### config.mk
export PLATFORM = sky130hd
export DESIGN_NAME = lsu_top
export DESIGN_NICKNAME = d
export VERILOG_FILES = /design/src/design/lsu_pkg.sv /design/src/design/lsu_if.sv /design/src/design/lsu_req_align.sv /design/src/design/lsu_ctrl.sv /design/src/design/lsu_rdata_align.sv /design/src/design/lsu_top.sv
export SDC_FILE = /design/constraint.sdc
export NUM_CORES = 1
export LEC_CHECK = 0
export CAP_MARGIN = 20
export CELL_PAD_IN_SITES_DETAIL_PLACEMENT = 1
export CELL_PAD_IN_SITES_GLOBAL_PLACEMENT = 1
export CORE_UTILIZATION = 45
export CTS_CLUSTER_SIZE = 12
export DETAILED_ROUTE_END_ITERATION = 8
export DONT_BUFFER_PORTS = 1
export GPL_TIMING_DRIVEN = 1
export PLACE_DENSITY = 0.82
export SLEW_MARGIN = 30
export SYNTH_ARGS = -nofsm -noshare
export SYNTH_HDL_FRONTEND = slang
export SYNTH_HIERARCHICAL = 1
export SYNTH_SLANG_ARGS = --single-unit
### constraint.sdc
create_clock -name clk -period 3.3 [get_ports clk]
set_input_delay 0.165 -clock clk [delete_from_list [all_inputs] [get_ports clk]]
set_output_delay 0.165 -clock clk [all_outputs]
set_load 0.005 [all_outputs]
### src/design/lsu_pkg.sv
// Load/store unit definitions
`default_nettype none

package lsu_pkg;

  ////////////////////
  // Widths
  ////////////////////

  typedef logic [31:0] word_t;    // Data or address word
  typedef logic [3:0]  be_t;      // One enable per byte lane
  typedef logic [1:0]  offset_t;  // Byte offset within a word
  typedef logic [1:0]  size_t;    // Access size code
  typedef logic [1:0]  cnt_t;     // Outstanding access count

  ////////////////////
  // Size codes
  ////////////////////

  // Same encoding as the funct3 low bits of RISC-V loads and stores
  localparam size_t SIZE_BYTE = 2'd0;  // lb, lbu, sb
  localparam size_t SIZE_HALF = 2'd1;  // lh, lhu, sh
  localparam size_t SIZE_WORD = 2'd2;  // lw, sw

  ////////////////////
  // Bus depth
  ////////////////////

  // Granted accesses allowed without a response
  // Also the depth of the writeback control queue
  localparam int unsigned MAX_OUTSTANDING = 2;

endpackage

`default_nettype wire

### src/design/lsu_if.sv
// Load/store unit internal interfaces
`default_nettype none
`timescale 1ns/10ps

// Aligned request towards the bus
interface lsu_req_if;
  import lsu_pkg::*;

  word_t   addr;    // Byte address, next word for a second half
  be_t     be;      // Byte enables of this access
  word_t   wdata;   // Store data rotated into its lanes
  offset_t offset;  // Raw offset of the first byte

  modport source (output addr, be, wdata, offset);
  modport sink   (input  addr, be, wdata, offset);
endinterface

// Response side control and result
interface lsu_wb_if;
  import lsu_pkg::*;

  size_t   size;        // Size of the access being answered
  logic    sext;        // Sign extension wanted
  offset_t offset;      // Raw offset of that access
  logic    last;        // Response completes the instruction
  logic    first_half;  // Response is the first half of a split
  logic    resp_valid;  // Bus response this cycle
  word_t   rdata_ext;   // Realigned, extended load data
  logic    err;         // Bus error of the whole instruction

  modport control (
    output size, sext, offset, last, first_half, resp_valid
  );
  modport datapath (
    input  size, sext, offset, last, first_half, resp_valid,
    output rdata_ext, err
  );
endinterface

`default_nettype wire

### src/design/lsu_req_align.sv
// Load/store request alignment
`default_nettype none
`timescale 1ns/10ps

module lsu_req_align (
  input  lsu_pkg::word_t operand_a_i,   // Base register
  input  lsu_pkg::word_t operand_b_i,   // Immediate offset
  input  lsu_pkg::word_t store_data_i,  // Register value to store
  input  lsu_pkg::size_t size_i,
  input  logic           second_half_i, // Second access of a split
  lsu_req_if.source      req
);
  import lsu_pkg::*;

  word_t          addr;        // Full byte address
  offset_t        offset;
  be_t            be_base;     // Enables for offset zero
  logic [7:0]     be_wide;     // Enables across two words
  logic [63:0]    wdata_wide;  // Doubled store data for rotation

  ////////////////////
  // Address
  ////////////////////

  assign addr   = operand_a_i + operand_b_i;
  assign offset = addr[1:0];

  // Second half starts at the next word boundary
  assign req.addr   = second_half_i ? ({addr[31:2], 2'b00} + 32'd4) : addr;
  assign req.offset = offset;

  ////////////////////
  // Byte enables
  ////////////////////

  always_comb begin
    case (size_i)
      SIZE_BYTE: be_base = 4'b0001;
      SIZE_HALF: be_base = 4'b0011;
      default:   be_base = 4'b1111;  // Word, unused code too
    endcase
  end

  // Shift into an eight lane window
  // Low word holds the first access, high word what spills over
  assign be_wide = {4'b0000, be_base} << offset;

  assign req.be = second_half_i ? be_wide[7:4] : be_wide[3:0];

  ////////////////////
  // Store data
  ////////////////////

  // Rotate left by the offset in bytes
  // Bytes pushed past lane 3 wrap into lane 0 for the second half
  assign wdata_wide = {store_data_i, store_data_i} << (8 * offset);
  assign req.wdata  = wdata_wide[63:32];

endmodule

`default_nettype wire

### src/design/lsu_ctrl.sv
// Load/store unit controller
`default_nettype none
`timescale 1ns/10ps

module lsu_ctrl (
  input  logic           clk,
  input  logic           rst_n,
  // Execute side
  input  logic           valid_0_i,
  output logic           ready_0_o,
  input  logic           we_i,
  input  lsu_pkg::size_t size_i,
  input  logic           sext_i,
  output logic           second_half_o,
  output logic           busy_o,
  // Writeback side
  output logic           valid_1_o,
  // Bus
  output logic           data_req_o,
  input  logic           data_gnt_i,
  output lsu_pkg::word_t data_addr_o,
  output logic           data_we_o,
  output lsu_pkg::be_t   data_be_o,
  output lsu_pkg::word_t data_wdata_o,
  input  logic           data_rvalid_i,
  // Internal
  lsu_req_if.sink        req,
  lsu_wb_if.control      wb
);
  import lsu_pkg::*;

  cnt_t    cnt_q;       // Outstanding accesses
  cnt_t    next_cnt;
  logic    count_up;    // Request granted
  logic    count_down;  // Response received
  logic    split_q;     // Second half pending on the bus
  logic    split_0;     // Current request is the first of two
  logic    wr_ptr_q;    // Queue write slot
  logic    rd_ptr_q;    // Queue slot of the oldest access
  logic    last_head;

  // Per access writeback control, one slot per open access
  size_t   size_q   [MAX_OUTSTANDING];
  logic    sext_q   [MAX_OUTSTANDING];
  offset_t offset_q [MAX_OUTSTANDING];
  logic    last_q   [MAX_OUTSTANDING];

  ////////////////////
  // Split decision
  ////////////////////

  always_comb begin
    split_0 = 1'b0;
    if (valid_0_i && !split_q) begin
      if (size_i == SIZE_WORD && req.offset != 2'b00) split_0 = 1'b1;  // Any unaligned word
      if (size_i == SIZE_HALF && req.offset == 2'b11) split_0 = 1'b1;  // Half crossing a word
    end
  end

  always_ff @(posedge clk or negedge rst_n) begin
    if (!rst_n) begin
      split_q <= 1'b0;
    end else if (!valid_0_i) begin
      split_q <= 1'b0;               // Next instruction starts unsplit
    end else if (count_up) begin
      split_q <= split_0;            // Set after first half, cleared after second
    end
  end

  assign second_half_o = split_q;

  ////////////////////
  // Bus request
  ////////////////////

  // No path from rvalid to req, a full window waits a cycle
  assign data_req_o   = valid_0_i && (cnt_q < MAX_OUTSTANDING);
  assign data_addr_o  = req.addr;
  assign data_we_o    = we_i;
  assign data_be_o    = req.be;
  assign data_wdata_o = req.wdata;

  // Execute stage moves on with the last grant of the instruction
  assign ready_0_o = !valid_0_i || (count_up && !split_0);

  assign busy_o = (cnt_q != '0) || data_req_o;

  ////////////////////
  // Outstanding count
  ////////////////////

  assign count_up   = data_req_o && data_gnt_i;
  assign count_down = data_rvalid_i;

  always_comb begin
    next_cnt = cnt_q;
    if (count_up && !count_down) next_cnt = cnt_q + cnt_t'(1);
    if (!count_up && count_down) next_cnt = cnt_q - cnt_t'(1);
  end

  always_ff @(posedge clk or negedge rst_n) begin
    if (!rst_n) begin
      cnt_q    <= '0;
      wr_ptr_q <= 1'b0;
      rd_ptr_q <= 1'b0;
    end else begin
      cnt_q <= next_cnt;
      if (count_up)   wr_ptr_q <= !wr_ptr_q;
      if (count_down) rd_ptr_q <= !rd_ptr_q;
    end
  end

  ////////////////////
  // Writeback control
  ////////////////////

  always_ff @(posedge clk) begin
    if (count_up) begin
      size_q[wr_ptr_q]   <= size_i;
      sext_q[wr_ptr_q]   <= sext_i;
      offset_q[wr_ptr_q] <= req.offset;
      last_q[wr_ptr_q]   <= !split_0;  // First half of a split is not last
    end
  end

  // Responses come in order, so the oldest slot is answered
  assign last_head = last_q[rd_ptr_q];

  assign wb.size       = size_q[rd_ptr_q];
  assign wb.sext       = sext_q[rd_ptr_q];
  assign wb.offset     = offset_q[rd_ptr_q];
  assign wb.last       = last_head;
  assign wb.resp_valid = data_rvalid_i;
  assign wb.first_half = data_rvalid_i && !last_head;

  assign valid_1_o = data_rvalid_i && last_head;  // One pulse per instruction

endmodule

`default_nettype wire

### src/design/lsu_rdata_align.sv
// Load data realignment
`default_nettype none
`timescale 1ns/10ps

module lsu_rdata_align (
  input  logic           clk,
  input  logic           rst_n,
  input  lsu_pkg::word_t data_rdata_i,
  input  logic           data_err_i,
  lsu_wb_if.datapath     wb
);
  import lsu_pkg::*;

  word_t        rdata_q;      // First half data
  logic         err_q;        // First half error
  logic         have_first_q; // First half stored, next response joins it
  word_t [1:0]  joined;       // High word is the newest response
  logic [63:0]  shifted;
  word_t        aligned;
  word_t        rdata_ext;

  ////////////////////
  // First half store
  ////////////////////

  always_ff @(posedge clk) begin
    if (wb.first_half) begin
      rdata_q <= data_rdata_i;
      err_q   <= data_err_i;
    end
  end

  always_ff @(posedge clk or negedge rst_n) begin
    if (!rst_n) begin
      have_first_q <= 1'b0;
    end else if (wb.resp_valid) begin
      have_first_q <= !wb.last;  // Held until the last half arrives
    end
  end

  ////////////////////
  // Realign
  ////////////////////

  // Unsplit: same word twice so bytes wrap into the low lanes
  always_comb begin
    joined[1] = data_rdata_i;
    joined[0] = have_first_q ? rdata_q : data_rdata_i;
  end

  assign shifted = joined >> (8 * wb.offset);
  assign aligned = shifted[31:0];

  ////////////////////
  // Sign extension
  ////////////////////

  always_comb begin
    case (wb.size)
      SIZE_BYTE: rdata_ext = {{24{wb.sext && aligned[7]}}, aligned[7:0]};
      SIZE_HALF: rdata_ext = {{16{wb.sext && aligned[15]}}, aligned[15:0]};
      default:   rdata_ext = aligned;  // Word, no extension
    endcase
  end

  assign wb.rdata_ext = rdata_ext;

  // Error of either half fails the instruction
  assign wb.err = data_err_i || (have_first_q && err_q);

endmodule

`default_nettype wire

### src/design/lsu_top.sv
// Load/store unit top level
`default_nettype none
`timescale 1ns/10ps

module lsu_top (
  input  logic           clk,
  input  logic           rst_n,

  // Execute stage
  input  logic           valid_0_i,
  output logic           ready_0_o,
  input  lsu_pkg::word_t operand_a_i,
  input  lsu_pkg::word_t operand_b_i,
  input  lsu_pkg::word_t store_data_i,
  input  logic           we_i,
  input  lsu_pkg::size_t size_i,
  input  logic           sext_i,

  // Writeback stage
  output logic           valid_1_o,
  output lsu_pkg::word_t rdata_1_o,
  output logic           err_1_o,

  // Status
  output logic           busy_o,

  // OBI data bus
  output logic           data_req_o,
  input  logic           data_gnt_i,
  output lsu_pkg::word_t data_addr_o,
  output logic           data_we_o,
  output lsu_pkg::be_t   data_be_o,
  output lsu_pkg::word_t data_wdata_o,
  input  logic           data_rvalid_i,
  input  lsu_pkg::word_t data_rdata_i,
  input  logic           data_err_i
);

  logic second_half;  // Split in its second address phase

  lsu_req_if req_if ();
  lsu_wb_if  wb_if ();

  ////////////////////
  // Request path
  ////////////////////

  lsu_req_align i_req_align (
    .operand_a_i   (operand_a_i),
    .operand_b_i   (operand_b_i),
    .store_data_i  (store_data_i),
    .size_i        (size_i),
    .second_half_i (second_half),
    .req           (req_if.source)
  );

  lsu_ctrl i_ctrl (
    .clk           (clk),
    .rst_n         (rst_n),
    .valid_0_i     (valid_0_i),
    .ready_0_o     (ready_0_o),
    .we_i          (we_i),
    .size_i        (size_i),
    .sext_i        (sext_i),
    .second_half_o (second_half),
    .busy_o        (busy_o),
    .valid_1_o     (valid_1_o),
    .data_req_o    (data_req_o),
    .data_gnt_i    (data_gnt_i),
    .data_addr_o   (data_addr_o),
    .data_we_o     (data_we_o),
    .data_be_o     (data_be_o),
    .data_wdata_o  (data_wdata_o),
    .data_rvalid_i (data_rvalid_i),
    .req           (req_if.sink),
    .wb            (wb_if.control)
  );

  ////////////////////
  // Response path
  ////////////////////

  lsu_rdata_align i_rdata_align (
    .clk          (clk),
    .rst_n        (rst_n),
    .data_rdata_i (data_rdata_i),
    .data_err_i   (data_err_i),
    .wb           (wb_if.datapath)
  );

  assign rdata_1_o = wb_if.rdata_ext;  // Valid with valid_1_o only
  assign err_1_o   = wb_if.err;

endmodule

`default_nettype wire

==> results of run 1 <==
-- repair_timing --
action,4_1_cts,5_1_grt
pin swaps,1,8
buffers inserted,0,5
endpoints found under the hold margin,47,0
cloned,0,0
hold buffers,38,0
resized for setup,5,21
setup endpoints to repair,5,9
-- power breakdown --
part,total (µW),switching [µW],internal (µW)
combinational,2350,1340,1020
clock,589,232,358
sequential,902,88.2,813
total,3850,1660,2190
-- cell type report --
cell class / instances / area share
multi-input cells: 566 / 0.645
flip-flops and latches: 51 / 0.194
repair buffers: 83 / 0.0926
well taps: 211 / 0.0340
clock buffers: 5 / 0.0161
inverters: 27 / 0.0131
clock inverters: 3 / 0.00565
-- sequential cells by signal, indices dropped and copies added (netlist names), 2 cells and up --
name and flops:
i_ctrl/offset_q 4, i_ctrl/sext_q 2, i_ctrl/cnt_q 2, i_rdata_align/rdata_q 32
i_ctrl/size_q 4, i_ctrl/last_q 2
-- path summary, 6_finish.rpt --
check / slack [ns] / to / cells past startpoint / startpoint
min: 0.04 / i_ctrl/wr_ptr_q / 2 / valid_0_i
max in group asynchronous: 2.83 / i_rdata_align/have_first_q / 1 / rst_n
min in group asynchronous: 0.20 / i_ctrl/cnt_q[1] / 1 / rst_n
max: 0.09 / data_addr_o[26] / 10 / operand_b_i[4]
max reg2reg: 1.53 / i_rdata_align/rdata_q[23] / 3 / i_ctrl/rd_ptr_q
min reg2reg: 0.50 / i_ctrl/wr_ptr_q / 1 / i_ctrl/wr_ptr_q
-- worst max-delay path, stage by stage --
cell,delay [ns]
ha_2,0.36
o211ai_1,0.13
o211a_1,0.27
or3_1,0.36
and2_1,0.24
or4_4,0.61
nor4_4,0.29
nand4_4,0.19
nor2_1,0.18
xor2_1,0.24
-- metal layers --
metal / vias up / track usage / share of wire
met4: 0 / 0.116 / 0.039
met2: 263 / 0.478 / 0.54
li1: 2751 / - / -
met1: 2970 / 0.258 / 0.36
met3: 61 / 0.0370 / 0.055
met5: - / 0 / 0
-- cells by family after synthesis --
kind of cell | Yosys count
buffers and inverters | 137
AND/OR/NAND/NOR | 205
XOR/XNOR | 57
flip-flops | 51
AO/OA/AOI/OAI | 162
multiplexers | 108
adder cells (fa/ha/maj) | 34
-- through the flow --
step,std cells,power [µW],util
5_1_grt,946,4070,0.503
3_5_place_dp,895,3130,0.456
3_3_place_gp,895,3010,0.456
2_1_floorplan,754,2860,-
4_1_cts,941,3770,0.493
6_report,946,3850,0.503
-- layout by cell type, fill, tap and decap left out, types with 11 or more instances in the layout --
cell type / instances
o211ai_1: 13
xnor2_1: 37
nor3_1: 11
o21ai_1: 11
inv_1: 27
mux4_2: 48
a21oi_1: 42
dlygate4sd3_1: 38
xor2_1: 15
mux2i_1: 54
edfxtp_1: 45
buf_4: 45
ha_1: 31
nor2_1: 30
o21ai_0: 30
nand2_1: 53
nand3_1: 27
nand4_1: 14
==> results.cfg, run 1 <==
[status]
status = finished, final reports clean

[routing]
vias = 6045
wire_per_inst_um = 22.5
drt-pass1-iter-count = 5
drtAntennaViolNets = 0
drc = 0
vias_per_cell = 6.39
initialDrtViolationCount = 264
drt-total-wl_um = 21300

[logic_synthesis]
synth_cells = 754
ys_warn_count = 6
synth_xor_area_frac = 0.0703
synth.most_common_cell = buf_4
synth_ff_type = edfxtp_1
synth_edf_count = 45
synth_fp_nets = 926
synth.area.mux_share = 0.234
synthTopCellsByArea = edfxtp_1, mux4_2, buf_4
synth_common_cells = buf_4, mux2i_1, nand2_1, mux4_2, edfxtp_1
yosysTopAreaCellShare = 0.187
synthAdderAreaFrac = 0.0601
synth.cell_area_mm2 = 0.00721
post_synth_num_cell_types = 84
synth-simple-area-share = 0.159
synth_seq_cells = 51
synth_top_family_by_area = multiplexers
async_flop_share = 0.118
synth_area_leader_cell = edfxtp_1
synth.avg_cell_area_um2 = 9.56
synth-seq-area-share = 0.208
synth-compound-area-share = 0.150

[layout]
multi_input_area_mm2 = 0.00500
num-nets-final = 906
area.growth.synth_to_final_pct = 7.62
design_area_mm2 = 0.00776
nFillCells = 1772
insertedDiodeCount = 0
drive_gt1_frac = 0.216
seq_area_mm2 = 0.00150

[clock_tree]
root_buffer = clkbuf_16
ctsHtreeMaxLevel = 2
clk_pin_slew_ns = 0.07
cts.sinks = 51
cts_buffer_depth = 2
cts_made_buffers = 5
cts_tree = yes
insertion_delay_ns = 0.29

[global_route]
antenna_found_initial = 0
grt_use_total = 0.246
grt_max_degree = 39
grt_pass1_vias = 6429
grt_overflow = 0
grt_pass1_wl_um = 32700

[timing]
fin_crit_ns = 3.21
fin_tns_setup_ns = 0
skew_ns = 0.00954
hold_viol = 0
max_freq_ghz = 0.311
fin_ws_ns = 0.0890
slew_headroom = 0.405
worst_pin_slew_ns = 0.893
finalSetupViolations = 0
slew_viol_final = 0
finalCritPeriodShare = 0.973
hold_ws_ns = 0.0361

[power]
irDropWorstVdd_mv = 0.298
power.density_mw_per_mm2 = 496
leakagePower_uw = 0.00298

[placement]
placed_cell_area_mm2 = 0.00703
gp_congestion = 0.937
dp_hpwl_um = 15900
dpl_worst_slack_ns = -0.162
port-buffer-count = 0

[die]
die_w_um = 129
start_util = 0.467
die_h_um = 129
std_cell_rows = 45
num_io_pins = 244
core_mm2 = 0.0154
die_area_mm2 = 0.0165

[worst_setup_path]
endpoint_kind = output port
arrival_ns = 3.05
crit_fanout = 5
worstPathRequired_ns = 3.13
crit_type = in2out
startpoint_type = input port

[flow_run]
cap_violations = 0

[worst_hold_path]
hold_class = in2reg
No activity file was read; power rests on OpenSTA's default activity.
==> run 2: changes to the inputs <==
Settings changed: REMOVE_ABC_BUFFERS set to 1.
==> results.cfg, run 2 (same netlist as run 1, synthesis figures left out) <==
[clock_tree]
insertion_delay_ns = 0.29
root_buffer = clkbuf_16
cts_tree = yes
cts_buffer_depth = 2
post_cts_buffers = 0
cts_made_buffers = 5
clk_pin_slew_ns = 0.07
ctsHtreeMaxLevel = 2
cts.sinks = 51

[power]
leakagePower_uw = 0.00297
irDropWorstVdd_mv = 0.258
power.total_uw = 3820
power.density_mw_per_mm2 = 496

[routing]
drt-total-wl_um = 21800
initialDrtViolationCount = 329
wire_per_inst_um = 23.1
drtAntennaViolNets = 0
vias_per_cell = 6.46
drt-pass1-iter-count = 4
vias = 6090
drc = 0

[global_route]
grt_overflow = 0
grt_max_degree = 43
grt_pass1_wl_um = 33300
grt_use_total = 0.255
grt_pass1_vias = 6400
antenna_found_initial = 0

[timing]
skew_ns = 0.00477
max_freq_ghz = 0.310
finalSetupViolations = 0
rsz0062_at_grt = yes
slew_headroom = 0.396
fin_crit_ns = 3.22
finalCritPeriodShare = 0.977
fin_ws_ns = 0.0755
slew_viol_final = 0
worst_pin_slew_ns = 0.906
hold_viol = 0

[die]
die_area_mm2 = 0.0165
num_io_pins = 244
start_util = 0.467
die_w_um = 129
std_cell_rows = 45
die_h_um = 129
core_mm2 = 0.0154

[worst_hold_path]
hold_class = in2reg
min_from = data_rvalid_i
hold-path-endpoint = i_rdata_align/have_first_q
hold_depth = 2

[layout]
top_regs = i_rdata_align/rdata_q x32, i_ctrl/offset_q x4, i_ctrl/size_q x4
largest_register_ffs = 32
insertedDiodeCount = 0
final_common_cell = mux2i_1
final_cell_mix = mux2i_1, nand2_1, mux4_2, edfxtp_1, a21oi_1
top_register = i_rdata_align/rdata_q
area.growth.synth_to_final_pct = 6.84
drive_gt1_frac = 0.207
num-nets-final = 902

[worst_setup_path]
rrSetupSlack_ns = 1.51
regToRegEndpoint = i_rdata_align/rdata_q[9]
r2r_cells = 3
crit_chain = ha_1, and2_1, a21boi_0, a21boi_1, xnor2_1, buf_4, nand4bb_1, nor4_4, nand4_2, nor4_4, xnor2_1
endpoint_kind = output port
startpoint_type = input port
crit_type = in2out
reg2reg_from = i_ctrl/rd_ptr_q
arrival_ns = 3.06
slowest_stage = a21boi_0
worstPathRequired_ns = 3.13
slowest_delay_ns = 0.47
crit_fanout = 7
crit_buf_inv = 1
crit_family = simple AND/OR/NAND/NOR gates

[status]
status = finished, final reports clean

[flow_run]
cap_violations = 0

[placement]
dp_hpwl_um = 16300
gp_congestion = 0.920
dpl_worst_slack_ns = -0.0805
port-buffer-count = 0
[run 2: worst max path at each step]
stage,start,cells after the start,to
floorplan,operand_a_i[0],11,data_addr_o[31]
global placement,operand_a_i[0],12,data_addr_o[31]
detailed placement,operand_a_i[0],12,data_addr_o[31]
CTS,operand_a_i[0],12,data_addr_o[30]
global route,operand_a_i[0],12,data_addr_o[31]
finish,operand_a_i[8],11,data_addr_o[30]
[run 2: what timing repair did]
action	4_1_cts	5_1_grt
endpoints found under the setup margin	4	36
hold buffers	38	0
endpoints found under the hold margin	47	0
pin swaps	0	1
resized for setup	5	15
[run 2: layout make-up]
| class | count | area (µm²) |
|---|---|---|
| Clock buffer | 6 | 139 |
| Timing Repair Buffer | 79 | 688 |
| Multi-Input combinational cell | 566 | 4990 |
| Tap cell | 211 | 264 |
| Sequential cell | 51 | 1500 |
| Inverter | 27 | 101 |
| Fill cell | 1751 | 7730 |
| Clock inverter | 2 | 16.3 |
[run 2: layer usage]
| layer | vias to the layer above | wire, µm | GRT usage |
|---|---|---|---|
| met1 | 3086 | 8610 | 0.296 |
| met2 | 214 | 11300 | 0.472 |
| li1 | 2750 | - | - |
| met3 | 40 | 1430 | 0.0474 |
| met5 | - | 0 | 0 |
| met4 | 0 | 476 | 0.0775 |
[run 2: power by group]
part           leakage (µW)  switching (µW)  internal (µW)
Combinational       0.00241            1360           1020
Sequential         0.000487            82.1            813
Clock             0.0000731             240            303
[run 2: through the flow]
step | std cells | TNS [ns] | cell area (µm²) | hold slack, ns | util
global placement | 896 | -0.0396 | 7040 | -0.130 | 0.456
CTS | 942 | 0 | 7590 | 0.0209 | 0.492
finish | 942 | 0 | 7700 | 0.0242 | 0.499
detailed placement | 896 | -0.161 | 7040 | -0.130 | 0.456
global route | 942 | -0.256 | 7700 | 0.0540 | 0.499
floorplan | 644 | 0 | 6460 | -0.131 | -
